File: config.mk
export PLATFORM = sky130hd
export DESIGN_NAME = qerv_top
export DESIGN_NICKNAME = d
export VERILOG_FILES = /design/src/qerv_pkg.sv /design/src/qerv_state.sv /design/src/qerv_decode.sv /design/src/qerv_immdec.sv /design/src/qerv_alu.sv /design/src/qerv_ctrl.sv /design/src/qerv_rf_if.sv /design/src/qerv_top.sv
export SDC_FILE = /design/constraint.sdc
export NUM_CORES = 1
export LEC_CHECK = 0
export BUFFER_PORTS_ARGS = -buffer_cell sky130_fd_sc_hd__buf_2
export CAP_MARGIN = 20
export CORE_MARGIN = 2
export CORE_UTILIZATION = 60
export DETAILED_ROUTE_END_ITERATION = 16
export PLACE_DENSITY = 0.85
export REMOVE_ABC_BUFFERS = 1
export SLEW_MARGIN = 10
export SYNTH_ARGS = -nofsm -noshare
export SYNTH_HDL_FRONTEND = slang
export SYNTH_HIERARCHICAL = 1
export SYNTH_SLANG_ARGS = --single-unit
File: constraint.sdc
create_clock -name clk -period 6.13 [get_ports clk]
set_clock_uncertainty 0.15 [all_clocks]
set_input_delay 0.3065 -clock clk [delete_from_list [all_inputs] [get_ports clk]]
set_output_delay 0.3065 -clock clk [all_outputs]
set_load 0.02 [all_outputs]
File: src/qerv_pkg.sv
`default_nettype none

package qerv_pkg;

   // Only a 4-bit serial slice is supported in this core
   localparam int W      = 4;
   localparam int NSTEPS = 32 / W;

   typedef logic [31:0]                word_t;
   typedef logic [W-1:0]               nibble_t;
   typedef logic [4:0]                 reg_addr_t;
   typedef logic [$clog2(NSTEPS)-1:0]  step_t;

   typedef enum logic [1:0] {
      ST_FETCH,
      ST_DECODE,
      ST_RF_WAIT,
      ST_EXEC
   } core_state_t;

   typedef enum logic [1:0] {
      RD_NONE,
      RD_ALU,
      RD_IMM,
      RD_LINK
   } rd_src_t;

   typedef enum logic [1:0] {
      BOOL_NONE,
      BOOL_XOR,
      BOOL_OR,
      BOOL_AND
   } bool_op_t;

   typedef enum logic [1:0] {
      IMM_I,
      IMM_U,
      IMM_J
   } imm_type_t;

   typedef struct packed {
      logic      alu_sub;
      bool_op_t  bool_op;
      logic      op_b_imm;
      rd_src_t   rd_src;
      logic      jump;
      imm_type_t imm_type;
   } dec_ctrl_t;

   typedef struct packed {
      reg_addr_t rs1;
      reg_addr_t rs2;
      logic      rreq;
   } rf_read_t;

   typedef struct packed {
      logic      wen;
      reg_addr_t waddr;
      nibble_t   wdata;
   } rf_write_t;

   typedef struct packed {
      nibble_t rs1;
      nibble_t rs2;
   } rf_rdata_t;

endpackage

`default_nettype wire

File: src/qerv_state.sv
`timescale 1ns/1ps
`default_nettype none

module qerv_state (
   input  logic            clk,
   input  logic            i_rst_n,
   input  logic            i_ibus_ack,
   input  logic            i_rf_ready,
   output logic            o_ibus_cyc,
   output logic            o_rf_rreq,
   output logic            o_cnt_en,
   output qerv_pkg::step_t o_step,
   output logic            o_cnt_done,
   output logic            o_pc_en
);

   qerv_pkg::core_state_t state;
   qerv_pkg::core_state_t state_nxt;
   qerv_pkg::step_t       step;

   always_comb begin
      state_nxt = state;
      case (state)
         qerv_pkg::ST_FETCH: begin
            if (i_ibus_ack) begin
               state_nxt = qerv_pkg::ST_DECODE;
            end
         end
         qerv_pkg::ST_DECODE: begin
            // Ready may already come back in the request cycle
            state_nxt = i_rf_ready ? qerv_pkg::ST_EXEC : qerv_pkg::ST_RF_WAIT;
         end
         qerv_pkg::ST_RF_WAIT: begin
            if (i_rf_ready) begin
               state_nxt = qerv_pkg::ST_EXEC;
            end
         end
         qerv_pkg::ST_EXEC: begin
            if (o_cnt_done) begin
               state_nxt = qerv_pkg::ST_FETCH;
            end
         end
         default: begin
            state_nxt = qerv_pkg::ST_FETCH;
         end
      endcase
   end

   always_ff @(posedge clk or negedge i_rst_n) begin
      if (!i_rst_n) begin
         state <= qerv_pkg::ST_FETCH;
         step  <= '0;
      end else begin
         state <= state_nxt;
         // Wraps back to zero after the last nibble
         if (o_cnt_en) begin
            step <= step + qerv_pkg::step_t'(1);
         end
      end
   end

   assign o_ibus_cyc = (state == qerv_pkg::ST_FETCH);
   assign o_rf_rreq  = (state == qerv_pkg::ST_DECODE);
   assign o_cnt_en   = (state == qerv_pkg::ST_EXEC);
   assign o_pc_en    = (state == qerv_pkg::ST_EXEC);
   assign o_step     = step;
   assign o_cnt_done = o_cnt_en && (step == qerv_pkg::step_t'(qerv_pkg::NSTEPS - 1));

   // A fetch holds until the bus acknowledges
   assert property (@(posedge clk) disable iff (!i_rst_n)
      o_ibus_cyc && !i_ibus_ack |=> o_ibus_cyc);

   assert property (@(posedge clk) disable iff (!i_rst_n) o_rf_rreq |=> !o_rf_rreq);

   // Every execute phase starts on the lowest nibble
   assert property (@(posedge clk) disable iff (!i_rst_n) $rose(o_cnt_en) |-> o_step == '0);

endmodule

`default_nettype wire

File: src/qerv_decode.sv
`timescale 1ns/1ps
`default_nettype none

module qerv_decode (
   input  logic                clk,
   input  logic                i_rst_n,
   input  logic                i_ibus_ack,
   input  qerv_pkg::word_t     i_instr,
   output qerv_pkg::dec_ctrl_t o_ctrl
);

   localparam logic [6:0] OPC_OP     = 7'b0110011;
   localparam logic [6:0] OPC_OP_IMM = 7'b0010011;
   localparam logic [6:0] OPC_LUI    = 7'b0110111;
   localparam logic [6:0] OPC_JAL    = 7'b1101111;

   logic [6:0]         opcode;
   logic [2:0]         funct3;
   logic               funct7_b5;
   qerv_pkg::bool_op_t bool_op;

   function automatic qerv_pkg::bool_op_t bool_of(input logic [2:0] f3);
      case (f3)
         3'b100:  return qerv_pkg::BOOL_XOR;
         3'b110:  return qerv_pkg::BOOL_OR;
         3'b111:  return qerv_pkg::BOOL_AND;
         default: return qerv_pkg::BOOL_NONE;
      endcase
   endfunction

   always_ff @(posedge clk or negedge i_rst_n) begin
      if (!i_rst_n) begin
         opcode    <= '0;
         funct3    <= '0;
         funct7_b5 <= 1'b0;
      end else if (i_ibus_ack) begin
         opcode    <= i_instr[6:0];
         funct3    <= i_instr[14:12];
         funct7_b5 <= i_instr[30];
      end
   end

   assign bool_op = bool_of(funct3);

   // Anything not matched below stays a no-op
   always_comb begin
      o_ctrl = '0;
      case (opcode)
         OPC_OP: begin
            if (funct3 == 3'b000) begin
               o_ctrl.rd_src  = qerv_pkg::RD_ALU;
               o_ctrl.alu_sub = funct7_b5;
            end else if (bool_op != qerv_pkg::BOOL_NONE && !funct7_b5) begin
               o_ctrl.rd_src  = qerv_pkg::RD_ALU;
               o_ctrl.bool_op = bool_op;
            end
         end
         OPC_OP_IMM: begin
            o_ctrl.op_b_imm = 1'b1;
            o_ctrl.imm_type = qerv_pkg::IMM_I;
            if (funct3 == 3'b000 || bool_op != qerv_pkg::BOOL_NONE) begin
               o_ctrl.rd_src  = qerv_pkg::RD_ALU;
               o_ctrl.bool_op = bool_op;
            end
         end
         OPC_LUI: begin
            o_ctrl.rd_src   = qerv_pkg::RD_IMM;
            o_ctrl.imm_type = qerv_pkg::IMM_U;
         end
         OPC_JAL: begin
            o_ctrl.rd_src   = qerv_pkg::RD_LINK;
            o_ctrl.jump     = 1'b1;
            o_ctrl.imm_type = qerv_pkg::IMM_J;
         end
         default: begin
            o_ctrl.rd_src = qerv_pkg::RD_NONE;
         end
      endcase
   end

endmodule

`default_nettype wire

File: src/qerv_immdec.sv
`timescale 1ns/1ps
`default_nettype none

module qerv_immdec (
   input  logic                clk,
   input  logic                i_ibus_ack,
   input  qerv_pkg::word_t     i_instr,
   input  logic                i_cnt_en,
   input  qerv_pkg::imm_type_t i_imm_type,
   output qerv_pkg::reg_addr_t o_rs1_addr,
   output qerv_pkg::reg_addr_t o_rs2_addr,
   output qerv_pkg::reg_addr_t o_rd_addr,
   output qerv_pkg::nibble_t   o_imm
);

   localparam int W = qerv_pkg::W;

   logic [31:12]    imm_raw;
   logic            load;
   qerv_pkg::word_t imm_full;
   qerv_pkg::word_t imm_sr;

   always_comb begin
      case (i_imm_type)
         qerv_pkg::IMM_U: imm_full = {imm_raw[31:12], 12'd0};
         qerv_pkg::IMM_J: imm_full = {{12{imm_raw[31]}}, imm_raw[19:12], imm_raw[20],
                                      imm_raw[30:21], 1'b0};
         default:         imm_full = {{20{imm_raw[31]}}, imm_raw[31:20]};
      endcase
   end

   always_ff @(posedge clk) begin
      load <= i_ibus_ack;
      if (i_ibus_ack) begin
         o_rs1_addr <= i_instr[19:15];
         o_rs2_addr <= i_instr[24:20];
         o_rd_addr  <= i_instr[11:7];
         imm_raw    <= i_instr[31:12];
      end
      // Immediate type comes from the decoder one cycle after the ack
      if (load) begin
         imm_sr <= imm_full;
      end else if (i_cnt_en) begin
         imm_sr <= {{W{imm_sr[31]}}, imm_sr[31:W]};
      end
   end

   assign o_imm = imm_sr[W-1:0];

endmodule

`default_nettype wire

File: src/qerv_alu.sv
`timescale 1ns/1ps
`default_nettype none

module qerv_alu (
   input  logic                clk,
   input  logic                i_cnt_en,
   input  qerv_pkg::step_t     i_step,
   input  qerv_pkg::dec_ctrl_t i_ctrl,
   input  qerv_pkg::nibble_t   i_rs1,
   input  qerv_pkg::nibble_t   i_rs2,
   input  qerv_pkg::nibble_t   i_imm,
   output qerv_pkg::nibble_t   o_rd
);

   localparam int W = qerv_pkg::W;

   qerv_pkg::nibble_t op_b;
   qerv_pkg::nibble_t b_add;
   qerv_pkg::nibble_t bool_rd;
   logic              carry_in;
   logic              carry_q;
   logic [W:0]        sum;

   assign op_b = i_ctrl.op_b_imm ? i_imm : i_rs2;

   // Subtract is rs1 + ~b with the extra one entering at step 0
   assign b_add    = i_ctrl.alu_sub ? ~op_b : op_b;
   assign carry_in = (i_step == '0) ? i_ctrl.alu_sub : carry_q;
   assign sum      = {1'b0, i_rs1} + {1'b0, b_add} + {{W{1'b0}}, carry_in};

   always_ff @(posedge clk) begin
      if (i_cnt_en) begin
         carry_q <= sum[W];
      end
   end

   always_comb begin
      case (i_ctrl.bool_op)
         qerv_pkg::BOOL_XOR: bool_rd = i_rs1 ^ op_b;
         qerv_pkg::BOOL_OR:  bool_rd = i_rs1 | op_b;
         qerv_pkg::BOOL_AND: bool_rd = i_rs1 & op_b;
         default:            bool_rd = '0;
      endcase
   end

   assign o_rd = (i_ctrl.bool_op == qerv_pkg::BOOL_NONE) ? sum[W-1:0] : bool_rd;

endmodule

`default_nettype wire

File: src/qerv_ctrl.sv
`timescale 1ns/1ps
`default_nettype none

module qerv_ctrl #(
   parameter qerv_pkg::word_t RESET_PC = '0
) (
   input  logic              clk,
   input  logic              i_rst_n,
   input  logic              i_pc_en,
   input  qerv_pkg::step_t   i_step,
   input  logic              i_jump,
   input  qerv_pkg::nibble_t i_imm,
   output qerv_pkg::word_t   o_ibus_adr,
   output qerv_pkg::nibble_t o_link
);

   localparam int W = qerv_pkg::W;

   qerv_pkg::word_t   pc;
   qerv_pkg::nibble_t inc;
   qerv_pkg::nibble_t offset;
   logic              first;
   logic              pc_carry;
   logic              link_carry;
   logic              pc_cin;
   logic              link_cin;
   logic [W:0]        pc_sum;
   logic [W:0]        link_sum;

   assign first = (i_step == '0);

   // The constant 4 only lands in the lowest nibble
   assign inc    = first ? qerv_pkg::nibble_t'(4) : '0;
   assign offset = i_jump ? i_imm : inc;

   assign pc_cin   = first ? 1'b0 : pc_carry;
   assign link_cin = first ? 1'b0 : link_carry;
   assign pc_sum   = {1'b0, pc[W-1:0]} + {1'b0, offset} + {{W{1'b0}}, pc_cin};
   assign link_sum = {1'b0, pc[W-1:0]} + {1'b0, inc} + {{W{1'b0}}, link_cin};

   always_ff @(posedge clk or negedge i_rst_n) begin
      if (!i_rst_n) begin
         pc <= RESET_PC;
      end else if (i_pc_en) begin
         pc <= {pc_sum[W-1:0], pc[31:W]};
      end
   end

   always_ff @(posedge clk) begin
      if (i_pc_en) begin
         pc_carry   <= pc_sum[W];
         link_carry <= link_sum[W];
      end
   end

   assign o_ibus_adr = pc;
   assign o_link     = link_sum[W-1:0];

   // Outside the rotation the PC is word aligned
   assert property (@(posedge clk) disable iff (!i_rst_n) !i_pc_en |-> pc[1:0] == 2'b00);

endmodule

`default_nettype wire

File: src/qerv_rf_if.sv
`timescale 1ns/1ps
`default_nettype none

module qerv_rf_if (
   input  logic                i_cnt_en,
   input  qerv_pkg::dec_ctrl_t i_ctrl,
   input  qerv_pkg::reg_addr_t i_rs1_addr,
   input  qerv_pkg::reg_addr_t i_rs2_addr,
   input  qerv_pkg::reg_addr_t i_rd_addr,
   input  logic                i_rf_rreq,
   input  qerv_pkg::nibble_t   i_alu_rd,
   input  qerv_pkg::nibble_t   i_imm,
   input  qerv_pkg::nibble_t   i_link,
   output qerv_pkg::rf_read_t  o_rf_read,
   output qerv_pkg::rf_write_t o_rf_write
);

   qerv_pkg::nibble_t rd_nib;

   always_comb begin
      case (i_ctrl.rd_src)
         qerv_pkg::RD_ALU:  rd_nib = i_alu_rd;
         qerv_pkg::RD_IMM:  rd_nib = i_imm;
         qerv_pkg::RD_LINK: rd_nib = i_link;
         default:           rd_nib = '0;
      endcase
   end

   assign o_rf_read.rs1  = i_rs1_addr;
   assign o_rf_read.rs2  = i_rs2_addr;
   assign o_rf_read.rreq = i_rf_rreq;

   // x0 and no-ops never reach the register file
   assign o_rf_write.wen   = i_cnt_en && (i_ctrl.rd_src != qerv_pkg::RD_NONE) &&
                             (i_rd_addr != '0);
   assign o_rf_write.waddr = i_rd_addr;
   assign o_rf_write.wdata = rd_nib;

endmodule

`default_nettype wire

File: src/qerv_top.sv
`timescale 1ns/1ps
`default_nettype none

module qerv_top #(
   parameter qerv_pkg::word_t RESET_PC = '0
) (
   input  logic                clk,
   input  logic                i_rst_n,
   output qerv_pkg::word_t     o_ibus_adr,
   output logic                o_ibus_cyc,
   input  qerv_pkg::word_t     i_ibus_rdt,
   input  logic                i_ibus_ack,
   output qerv_pkg::rf_read_t  o_rf_read,
   input  logic                i_rf_ready,
   input  qerv_pkg::rf_rdata_t i_rf_rdata,
   output qerv_pkg::rf_write_t o_rf_write
);

   logic                rf_rreq;
   logic                cnt_en;
   logic                pc_en;
   qerv_pkg::step_t     step;
   qerv_pkg::dec_ctrl_t ctrl;
   qerv_pkg::reg_addr_t rs1_addr;
   qerv_pkg::reg_addr_t rs2_addr;
   qerv_pkg::reg_addr_t rd_addr;
   qerv_pkg::nibble_t   imm;
   qerv_pkg::nibble_t   alu_rd;
   qerv_pkg::nibble_t   link;

   qerv_state u_state (
      .clk        (clk),
      .i_rst_n    (i_rst_n),
      .i_ibus_ack (i_ibus_ack),
      .i_rf_ready (i_rf_ready),
      .o_ibus_cyc (o_ibus_cyc),
      .o_rf_rreq  (rf_rreq),
      .o_cnt_en   (cnt_en),
      .o_step     (step),
      .o_cnt_done (),
      .o_pc_en    (pc_en)
   );

   qerv_decode u_decode (
      .clk        (clk),
      .i_rst_n    (i_rst_n),
      .i_ibus_ack (i_ibus_ack),
      .i_instr    (i_ibus_rdt),
      .o_ctrl     (ctrl)
   );

   qerv_immdec u_immdec (
      .clk        (clk),
      .i_ibus_ack (i_ibus_ack),
      .i_instr    (i_ibus_rdt),
      .i_cnt_en   (cnt_en),
      .i_imm_type (ctrl.imm_type),
      .o_rs1_addr (rs1_addr),
      .o_rs2_addr (rs2_addr),
      .o_rd_addr  (rd_addr),
      .o_imm      (imm)
   );

   qerv_alu u_alu (
      .clk      (clk),
      .i_cnt_en (cnt_en),
      .i_step   (step),
      .i_ctrl   (ctrl),
      .i_rs1    (i_rf_rdata.rs1),
      .i_rs2    (i_rf_rdata.rs2),
      .i_imm    (imm),
      .o_rd     (alu_rd)
   );

   qerv_ctrl #(
      .RESET_PC (RESET_PC)
   ) u_ctrl (
      .clk        (clk),
      .i_rst_n    (i_rst_n),
      .i_pc_en    (pc_en),
      .i_step     (step),
      .i_jump     (ctrl.jump),
      .i_imm      (imm),
      .o_ibus_adr (o_ibus_adr),
      .o_link     (link)
   );

   qerv_rf_if u_rf_if (
      .i_cnt_en   (cnt_en),
      .i_ctrl     (ctrl),
      .i_rs1_addr (rs1_addr),
      .i_rs2_addr (rs2_addr),
      .i_rd_addr  (rd_addr),
      .i_rf_rreq  (rf_rreq),
      .i_alu_rd   (alu_rd),
      .i_imm      (imm),
      .i_link     (link),
      .o_rf_read  (o_rf_read),
      .o_rf_write (o_rf_write)
   );

endmodule

`default_nettype wire

Word level (Yosys, flattened, before mapping) --
Cells that the tools add are included.
Word-level totals: bits in registers 119, output and inout port bits 54
Cells by class: mux-type cells 32, equality and inequality tests 22, bitwise gates (word level) 4, add/subtract/negate cells 7, reductions and logical operators 15
Operator list (count):
- case mux 31 bit (2 select lines) | 1
- 2-to-1 mux 32 bit | 1
- 2-to-1 mux 31 bit | 1
- case mux 4 bit (3 select lines) | 2
- 2-to-1 mux 4 bit | 4
- case mux 2 bit (4 select lines) | 2
- adder 4 x 4 -> 5 bit | 3
- adder 5 x 1 -> 5 bit | 3
- equality test 2 bit, second input constant | 7
- equality test 7 x 6 -> 1 bit, second input constant | 2
- 2-to-1 mux 2 bit | 7
- equality test 3 bit, second input constant | 4
- 2-to-1 mux 1 bit | 10
- equality test 2 x 1 -> 1 bit, second input constant | 4
- case mux 2 bit (2 select lines) | 2
- equality test 7 x 5 -> 1 bit, second input constant | 1
- equality test 7 bit, second input constant | 1
- logical NOT 3 bit | 2
- case mux 2 bit (3 select lines) | 1
- nonzero test 2 bit | 3
- nonzero test 5 bit | 1
- bitwise AND 4 bit | 1
- logical AND 1 bit | 4
- logical NOT 2 bit | 2
- other kinds (10) | 11

Depth between registers and ports, before layout --
Gate-level depths: netlist of run 1.
depth after elaboration 11, gate-level depth with buffers 12, depth with buffers taken out 11

Cells and area by module --
The synthesis of run 1 kept the hierarchy.
By module, submodules not included:
- qerv_immdec | area each 2323.5 um^2, cells an instance 143, times used 1
- qerv_ctrl | area each 1576.5 um^2, cells an instance 110, times used 1
- qerv_decode | area each 538.0 um^2, cells an instance 44, times used 1
- qerv_alu | area each 490.5 um^2, cells an instance 48, times used 1
- qerv_state | area each 325.3 um^2, cells an instance 27, times used 1
- qerv_rf_if | area each 231.5 um^2, cells an instance 29, times used 1

Least setup slack after synthesis of run 1 --
No wires, ideal clock.
path type register -> output, from register u_decode.opcode[3], to output o_rf_write[2] in the netlist's numbering, required time 5.673 ns, stages on the path, launching flop included 12, buffers on the path 1, data arrival time 3.679 ns, path slack 1.994 ns, path through dfrtp_1 > or3b_4 > nor4_1 > clkbuf_1 > mux2i_1 > xnor2_1 > fa_1 > fa_1 > xor2_1 > mux4_2 > mux2_4 > a22o_1
RTL lines:
- start: declaration | line qerv_decode.sv:17 | logic [6:0] opcode;
- start signal: assignment | line qerv_decode.sv:37 | opcode <= i_instr[6:0];
- end: declaration | line qerv_top.sv:16 | output qerv_pkg::rf_write_t o_rf_write

==> results.cfg, run 1 <==
[outcome]
outcome = finished, final reports clean

[timing]
fin_setup_tns_ps = 0
finalSetupViolCount = 0
worst_hold_slack_ps = 18.8
fmax_ghz = 0.210
maxSlewHeadroom_pct = 31.8
hold_viol = 0
grt_setup_unrepaired = no
slew_viol_final = 0
tightest_slew_ps = 1020
period_share_pct = 77.5
period_needed_ps = 4750

[worst_setup_path]
criticalPathCategory = register to output pin
critPathLaunch = u_decode/opcode[3]$_DFFE_PN0P_
reg2reg_to = u_alu/carry_q$_DFFE_PP_
path_max_fanout = 4
reg2regPathDepth = 9
crit_path_end = o_rf_write[2]
start_kind = register
regToRegSetupSlack_ps = 2790
required_ps = 5670
arrival_ps = 4300
r2r-start = u_decode/opcode[3]$_DFFE_PN0P_
cp-end-kind = output pin

[global_route]
antenna_found_initial = 0
grt_max_degree = 49
grt_usage_pct = 22.6
grt_pass1_vias = 3492
grt_pass1_wl_um = 17200
grt_overflow = 0

[route]
wire_per_inst_um = 18.1
drt-pass1-iter-count = 4
routed_wl_um = 10900
vias = 3531
avgViaCountPerCell = 5.88
drc = 0
ant_nets = 0
drtIter0Drc = 214

[power]
switching_share_pct = 34.9
power_frac_comb_pct = 33.8
p_int_mw = 1.57
power.clock.fraction_pct = 19.2
p_seq_share_pct = 47.0
peakVddDrop_v = 0.000190
finalPower_mw = 2.42
p_leak_nw = 2.80
p_sw_mw = 0.843
p_per_area_nw_per_um2 = 386

[final_layout]
area_delta_synth_final_pct = 14.3
seq_area_um2 = 3020
fin_util_pct = 71.1
multi_input_area_um2 = 2010
num_antenna_cells = 0
drive_gt1_share_pct = 36.3
nets = 561
fillCellCount = 567

[die]
row_count = 34
die_y_um = 99.6
die-area_um2 = 9910
start_util_pct = 62.2
io_pins = 98
die_w_um = 99.6
coreArea_um2 = 8810

[placed_design]
io_buffers = 97
dp_hpwl_um = 7470
place_congestion = 0.846

[synth]
syn_area_per_cell_um2 = 13.7
synthCells = 400
syn_area_um2 = 5480
yosys_warnings = 6

[clock_network]
cts-root-buf = clkbuf_8
path_clk_slew_ps = 100
clkSinkCount = 109
cts_resized = 0
cts_made_buffers = 9
cts_max_level = 3
clk_path_buf_depth = 2
clk_latency_ps = 390
cts_tree = yes

[min_path]
min_from = i_ibus_rdt[4]
holdPathStages = 2
hold_path_class = input port to register

[job]
drv_cap = 0
## layout by cell type (no fill, tap or decap), types with 8 or more instances in the layout
cell	count
buf_2	97
edfxtp_1	60
dfrtp_1	48
mux2_2	46
dlygate4sd3_1	28
inv_1	25
ha_1	24
nor2_1	14
a22o_1	14
o21ai_0	12
a221o_1	10
clkbuf_8	9
xnor2_1	8
o22ai_1	8
## worst min-delay path by stage
stage / to / slack [ps]
final: u_decode/opcode[4]$_DFFE_PN0P_ / 20
after global routing: u_decode/opcode[0]$_DFFE_PN0P_ / 20
after CTS: u_decode/opcode[0]$_DFFE_PN0P_ / 8
after detailed placement: u_immdec/imm_raw[28]$_DFFE_PP_ / 330
after global placement: u_immdec/imm_raw[24]$_DFFE_PP_ / 330
after floorplan: u_ctrl/o_ibus_adr[0]$_DFFE_PN0P_ / -140
## state kept, by name (all words and copies together), names as in the netlist
register and flops:
u_alu/carry_q 1, u_ctrl/link_carry 1, u_ctrl/o_ibus_adr 32, u_ctrl/pc_carry 1, u_decode/funct3 3, u_decode/funct7_b5 1
u_decode/opcode 7, u_immdec/imm_raw 12, u_immdec/imm_sr 32, u_immdec/load 1, u_immdec/o_rd_addr 5, u_immdec/o_rs1_addr 4
u_immdec/o_rs2_addr 4, u_state/o_step 3, u_state/state 2
## per-layer routing
metal,part of all wire [%],global-route usage [%]
met2,51,36.9
met4,2.7,10.2
met3,6.2,3.30
met5,0,0
met1,41,30.2
## metrics by stage
stage          instances  instance area (um2)  worst slack (ps)
5_1_grt              601                 6260              1230
4_1_cts              600                 6240              1360
6_report             601                 6260              1380
2_1_floorplan        350                 5120              1720
3_5_place_dp         556                 5750              1790
3_3_place_gp         556                 5750              1870
## area by class of cell
type	count	share of cell area (%)
Clock buffer	9	1.98
Timing Repair Buffer	127	12.7
Multi-Input combinational cell	216	32.0
Sequential cell	109	48.3
Tap cell	108	2.16
Inverter	25	1.50
Clock inverter	7	1.38
## power groups by stage
stage                     Sequential [mW]  Combinational [mW]  Clock [mW]
after global placement               1.13               0.765           0
after global routing                 1.16               0.887       0.495
after CTS                            1.14               0.818       0.469
final                                1.14               0.816       0.464
after detailed placement             1.15               0.798           0
after floorplan                      1.23               0.452           0
## repair_timing
action	in CTS	in global routing
hold endpoints to repair	57	0
setup buffers	0	0
hold buffers	28	0
## worst max-delay path, stage by stage, from the launching register on
cell and delay (ps):
dfrtp_1 410, or3b_4 440, nor4_1 260, buf_4 210
mux2i_1 300, xnor2_1 130, fa_1 450, fa_1 430
xor2_1 170, mux4_2 450, mux2_4 270, a22o_1 240
buf_2 160
Power figures use the tool's default switching activity.
==> run 2: changes to the inputs <==
Settings changed: ABC_AREA set to 1, CORE_UTILIZATION 60 to 51, PLACE_DENSITY 0.85 to 0.76.
Clock period 6.13 ns to 4.3 ns, I/O delays scaled along.
==> run 2 against run 1 <==
  * Non-clock buffer count is 6 higher
  * Worst hold slack better by 31 ps
  * Wire length is 13% higher
  * Flip-flop and latch count stayed put
  * Area after synthesis is 7.2% higher
  * Power is 32% higher
  * Die area is 25% higher
  * Sequential share of layout area is 3.4 points lower
  * Critical path depth stayed put
  * Global-route usage is 2.0 points lower
  * Clock power is 72% higher
  * Utilization is 12 points lower
  * Largest power group unchanged
==> results.cfg, run 2 <==
[synth]
synthCells = 639
yosys_warnings = 6
syn_area_per_cell_um2 = 9.19
syn_area_um2 = 5870

[placed_design]
dp_slack_ps = 947
dp_hpwl_um = 8320
place_congestion = 0.862
place_inst = 823
io_buffers = 97
placed_cell_area_um2 = 6110

[worst_setup_path]
crit_path_max_incr_delay_ps = 680
path_max_fanout = 5
cp-end-kind = output pin
required_ps = 3930
critPathSlowestCell = nor3_1
arrival_ps = 3390
cp_top_family = simple AND/OR/NAND/NOR gates
start_kind = register
regToRegSetupSlack_ps = 1110
path_cells = inv_1 -> nand3_2 -> nor3_1 -> xor2_1 -> fa_1 -> fa_1 -> nand2_1 -> nand2_1 -> o211ai_2 -> nand3_1 -> nand3_1 -> buf_2
criticalPathCategory = register to output pin
worstPathBufferInverterCount = 2

[min_path]
hold_path_class = input port to register

[final_layout]
seq_area_um2 = 3020
drive_gt1_share_pct = 20.0
area_delta_synth_final_pct = 14.8
nets = 798
instances_no_fill = 873
layout_commonest_cell = nand2_1
multi_input_area_um2 = 2100
fillCellCount = 928
final_cell_mix = 177 x nand2_1, 97 x buf_2, 76 x inv_1
num_antenna_cells = 0
fin_area_um2 = 6740
fin_util_pct = 59.6

[clock_network]
clk_latency_ps = 360
cts_resized = 0
path_clk_slew_ps = 70
cts-root-buf = clkbuf_16
post_cts.repair.setup_buffers = 0
cts_max_level = 3
cts_tree = yes
clk_path_buf_depth = 2
cts_made_buffers = 9
clkSinkCount = 109

[timing]
grt_setup_unrepaired = no
slew_viol_final = 0
worst_slack_ps = 542
hold_viol = 0
fin_setup_tns_ps = 0
finalSetupViolCount = 0
period_needed_ps = 3760
period_share_pct = 87.4
tightest_slew_ps = 869
fmax_ghz = 0.266
maxSlewHeadroom_pct = 42.1

[die]
io_pins = 98
coreArea_um2 = 11300
die-area_um2 = 12400
start_util_pct = 51.9
row_count = 39
die_y_um = 111
die_w_um = 111

[route]
drtIter0Drc = 431
avgViaCountPerCell = 5.05
ant_nets = 0
routed_wl_um = 12300
drc = 0
wire_per_inst_um = 14.0
drt-pass1-iter-count = 5
vias = 4413

[global_route]
grt_overflow = 0
grt_pass1_wl_um = 20500
antenna_found_initial = 0
grt_pass1_vias = 4381
grt_usage_pct = 20.6
grt_max_degree = 49

[job]
drv_cap = 0

[power]
p_per_area_nw_per_um2 = 471
peakVddDrop_v = 0.000380
p_leak_nw = 3.36

[outcome]
outcome = finished, final reports clean
[run 2: final cells by class]
class,instances,area share [%]
inverters,80,4.53
well taps,143,2.65
repair buffers,133,12.6
clock buffers,10,3.40
clock inverters,6,0.798
multi-input cells,392,31.2
flip-flops and latches,109,44.8
[run 2: report_power, final]
group	internal (mW)	total (mW)	leakage, nW	switching, mW
combinational	0.316	0.893	1.99	0.577
sequential	1.34	1.48	1.23	0.144
clock	0.405	0.800	0.136	0.395
[run 2: final timing paths]
check,startpoint,end,cells past startpoint
worst max-delay path,u_decode/opcode[6]$_DFFE_PN0P_,o_rf_write[2],12
worst min-delay path,i_rf_ready,u_state/state[0]$_DFFE_PN0P_,5
worst max register to register,u_decode/opcode[6]$_DFFE_PN0P_,u_alu/carry_q$_DFFE_PP_,9
worst min register to register,u_ctrl/o_ibus_adr[25]$_DFFE_PN0P_,u_ctrl/o_ibus_adr[21]$_DFFE_PN0P_,2
max in group asynchronous,i_rst_n,u_ctrl/o_ibus_adr[11]$_DFFE_PN0P_,3
min in group asynchronous,i_rst_n,u_state/state[1]$_DFFE_PN0P_,2
[run 2: stage by stage]
step	hold slack, ps	power, mW
floorplan	-231	2.08
global route	111	3.38
global placement	241	2.33
detailed placement	243	2.37
finish	50.1	3.18
CTS	39.8	3.20
[run 2: worst min-delay path, delay by kind of cell]
kind,cells,cell delay [ps]
simple gates,4,220
buf+inv,1,90
[run 2: timing repair]
| item | CTS | global route |
|---|---|---|
| endpoints found under the hold margin | 84 | 0 |
| endpoints found under the setup margin | 0 | 0 |
| hold buffers | 33 | 0 |
[run 2: metal layers]
| layer | share of wire [%] | vias to the layer above | track usage (%) |
|---|---|---|---|
| met1 | 45 | 2072 | 27.8 |
| met4 | 1.2 | 0 | 6.58 |
| li1 | - | 2199 | - |
| met3 | 5.0 | 11 | 4.32 |
| met2 | 49 | 131 | 33.7 |
| met5 | 0 | - | 0 |
==> run 3: changes to the inputs <==
--- a/constraint.sdc
+++ b/constraint.sdc
@@ -4,2 +4,2 @@
 set_output_delay 0.215 -clock clk [all_outputs]
-set_load 0.02 [all_outputs]
+set_load 0.01 [all_outputs]
==> run 3 against run 2 <==
  * Critical endpoint unchanged
  * Global-route usage grew 0.62 points
  * Largest power group unchanged
  * Combinational power is 8.2% lower
  * Power down 2.6%
==> results.cfg, run 3 (same netlist as run 2, synthesis figures left out) <==
[worst_setup_path]
arrival_ps = 3380
required_ps = 3930
start_kind = register
criticalPathCategory = register to output pin
path_max_fanout = 5
cp-end-kind = output pin

[timing]
period_needed_ps = 3740
grt_setup_unrepaired = no
hold_viol = 0
period_share_pct = 87.0
slew_viol_final = 0
fmax_ghz = 0.267
maxSlewHeadroom_pct = 41.1
fin_setup_tns_ps = 0
tightest_slew_ps = 884
finalSetupViolCount = 0

[route]
drt-pass1-iter-count = 5
wire_per_inst_um = 14.3
routed_wl_um = 12400
drc = 0
ant_nets = 0
drtIter0Drc = 433
avgViaCountPerCell = 5.14
vias = 4485

[final_layout]
drive_gt1_share_pct = 20.0
nets = 798
num_antenna_cells = 0
layout_commonest_cell = nand2_1
fin_util_pct = 59.5
area_delta_synth_final_pct = 14.7
instances_no_fill = 873
final_cell_mix = 177 x nand2_1, 97 x buf_2, 76 x inv_1

[job]
drv_cap = 0

[min_path]
hold_path_class = input port to register

[clock_network]
cts_tree = yes
clk_latency_ps = 360
cts_max_level = 3
cts_resized = 0
clkSinkCount = 109
clk_path_buf_depth = 2
path_clk_slew_ps = 70
cts-root-buf = clkbuf_16
cts_made_buffers = 9

[outcome]
outcome = finished, final reports clean

[global_route]
antenna_found_initial = 0
grt_usage_pct = 21.2
grt_pass1_wl_um = 21000
grt_max_degree = 49
grt_pass1_vias = 4442
grt_overflow = 0

[die]
io_pins = 98
coreArea_um2 = 11300
die_y_um = 111
die_w_um = 111
die-area_um2 = 12400
row_count = 39
start_util_pct = 51.9

[placed_design]
io_buffers = 97
place_congestion = 0.852
place_inst = 823
dp_hpwl_um = 8290

[power]
peakVddDrop_v = 0.000335
p_leak_nw = 3.35
p_per_area_nw_per_um2 = 459
-- run 3: cell types whose count changed in the layout (fill, tap and decap cells not counted), sizes merged --
cell / previous run / this run
inv: 84 / 82
clkinvlp: 1 / 2
clkinv: 1 / 2
-- run 3: layer usage --
layer	vias up	track usage [%]	share of wire, %	routed length (um)
met3	24	4.65	5.3	654
met4	0	9.47	2.2	279
met5	-	0	0	0
met2	149	35.0	49	6140
met1	2110	27.1	43	5370
li1	2202	-	-	-
-- run 3: final timing paths --
path	endpoint	cells past startpoint	slack, ps	startpoint
min in group asynchronous	u_state/state[0]$_DFFE_PN0P_	2	190	i_rst_n
setup / recovery	o_rf_write[2]	12	560	u_decode/opcode[6]$_DFFE_PN0P_
hold reg to reg	u_ctrl/o_ibus_adr[21]$_DFFE_PN0P_	2	350	u_ctrl/o_ibus_adr[21]$_DFFE_PN0P_
setup reg to reg	u_alu/carry_q$_DFFE_PP_	9	1090	u_decode/opcode[6]$_DFFE_PN0P_
hold / removal	u_state/state[0]$_DFFE_PN0P_	5	80	i_rf_ready
max in group asynchronous	u_decode/opcode[3]$_DFFE_PN0P_	3	3290	i_rst_n
-- run 3: layout make-up --
type / count / area (um2)
Timing Repair Buffer: 133 / 851
Sequential cell: 109 / 3020
Fill cell: 922 / 4580
Clock inverter: 6 / 46.3
Tap cell: 143 / 179
Multi-Input combinational cell: 392 / 2100
Inverter: 80 / 305
Clock buffer: 10 / 229
-- run 3: critical path, cell delays in order (launching register included) --
cell and delay, ps:
dfrtp_1 410, inv_1 110, nand3_2 110, nor3_1 670, xor2_1 190, fa_1 490, fa_1 410, nand2_1 90
nand2_1 70, o211ai_2 140, nand3_1 90, nand3_1 110, buf_2 140
-- run 3: timing repair --
action                     4_1_cts  5_1_grt
hold endpoints to repair        84        0
setup endpoints to repair        0        0
hold buffers                    33        0
buffers inserted                 0        0
-- run 3: power by group --
part | total, mW | leakage, nW | switching [mW] | internal [mW]
sequential | 1.49 | 1.23 | 0.145 | 1.34
combinational | 0.820 | 1.99 | 0.507 | 0.313
clock | 0.790 | 0.129 | 0.392 | 0.398
-- run 3: stage by stage --
step	instance area, um2	setup WS (ps)	total power, mW	hold slack, ps
6_report	6740	557	3.10	77.1
5_1_grt	6740	285	3.29	118
4_1_cts	6720	549	3.11	52.5
3_5_place_dp	6110	957	2.30	243
3_3_place_gp	6110	1020	2.25	241
2_1_floorplan	5430	1360	2.00	-231
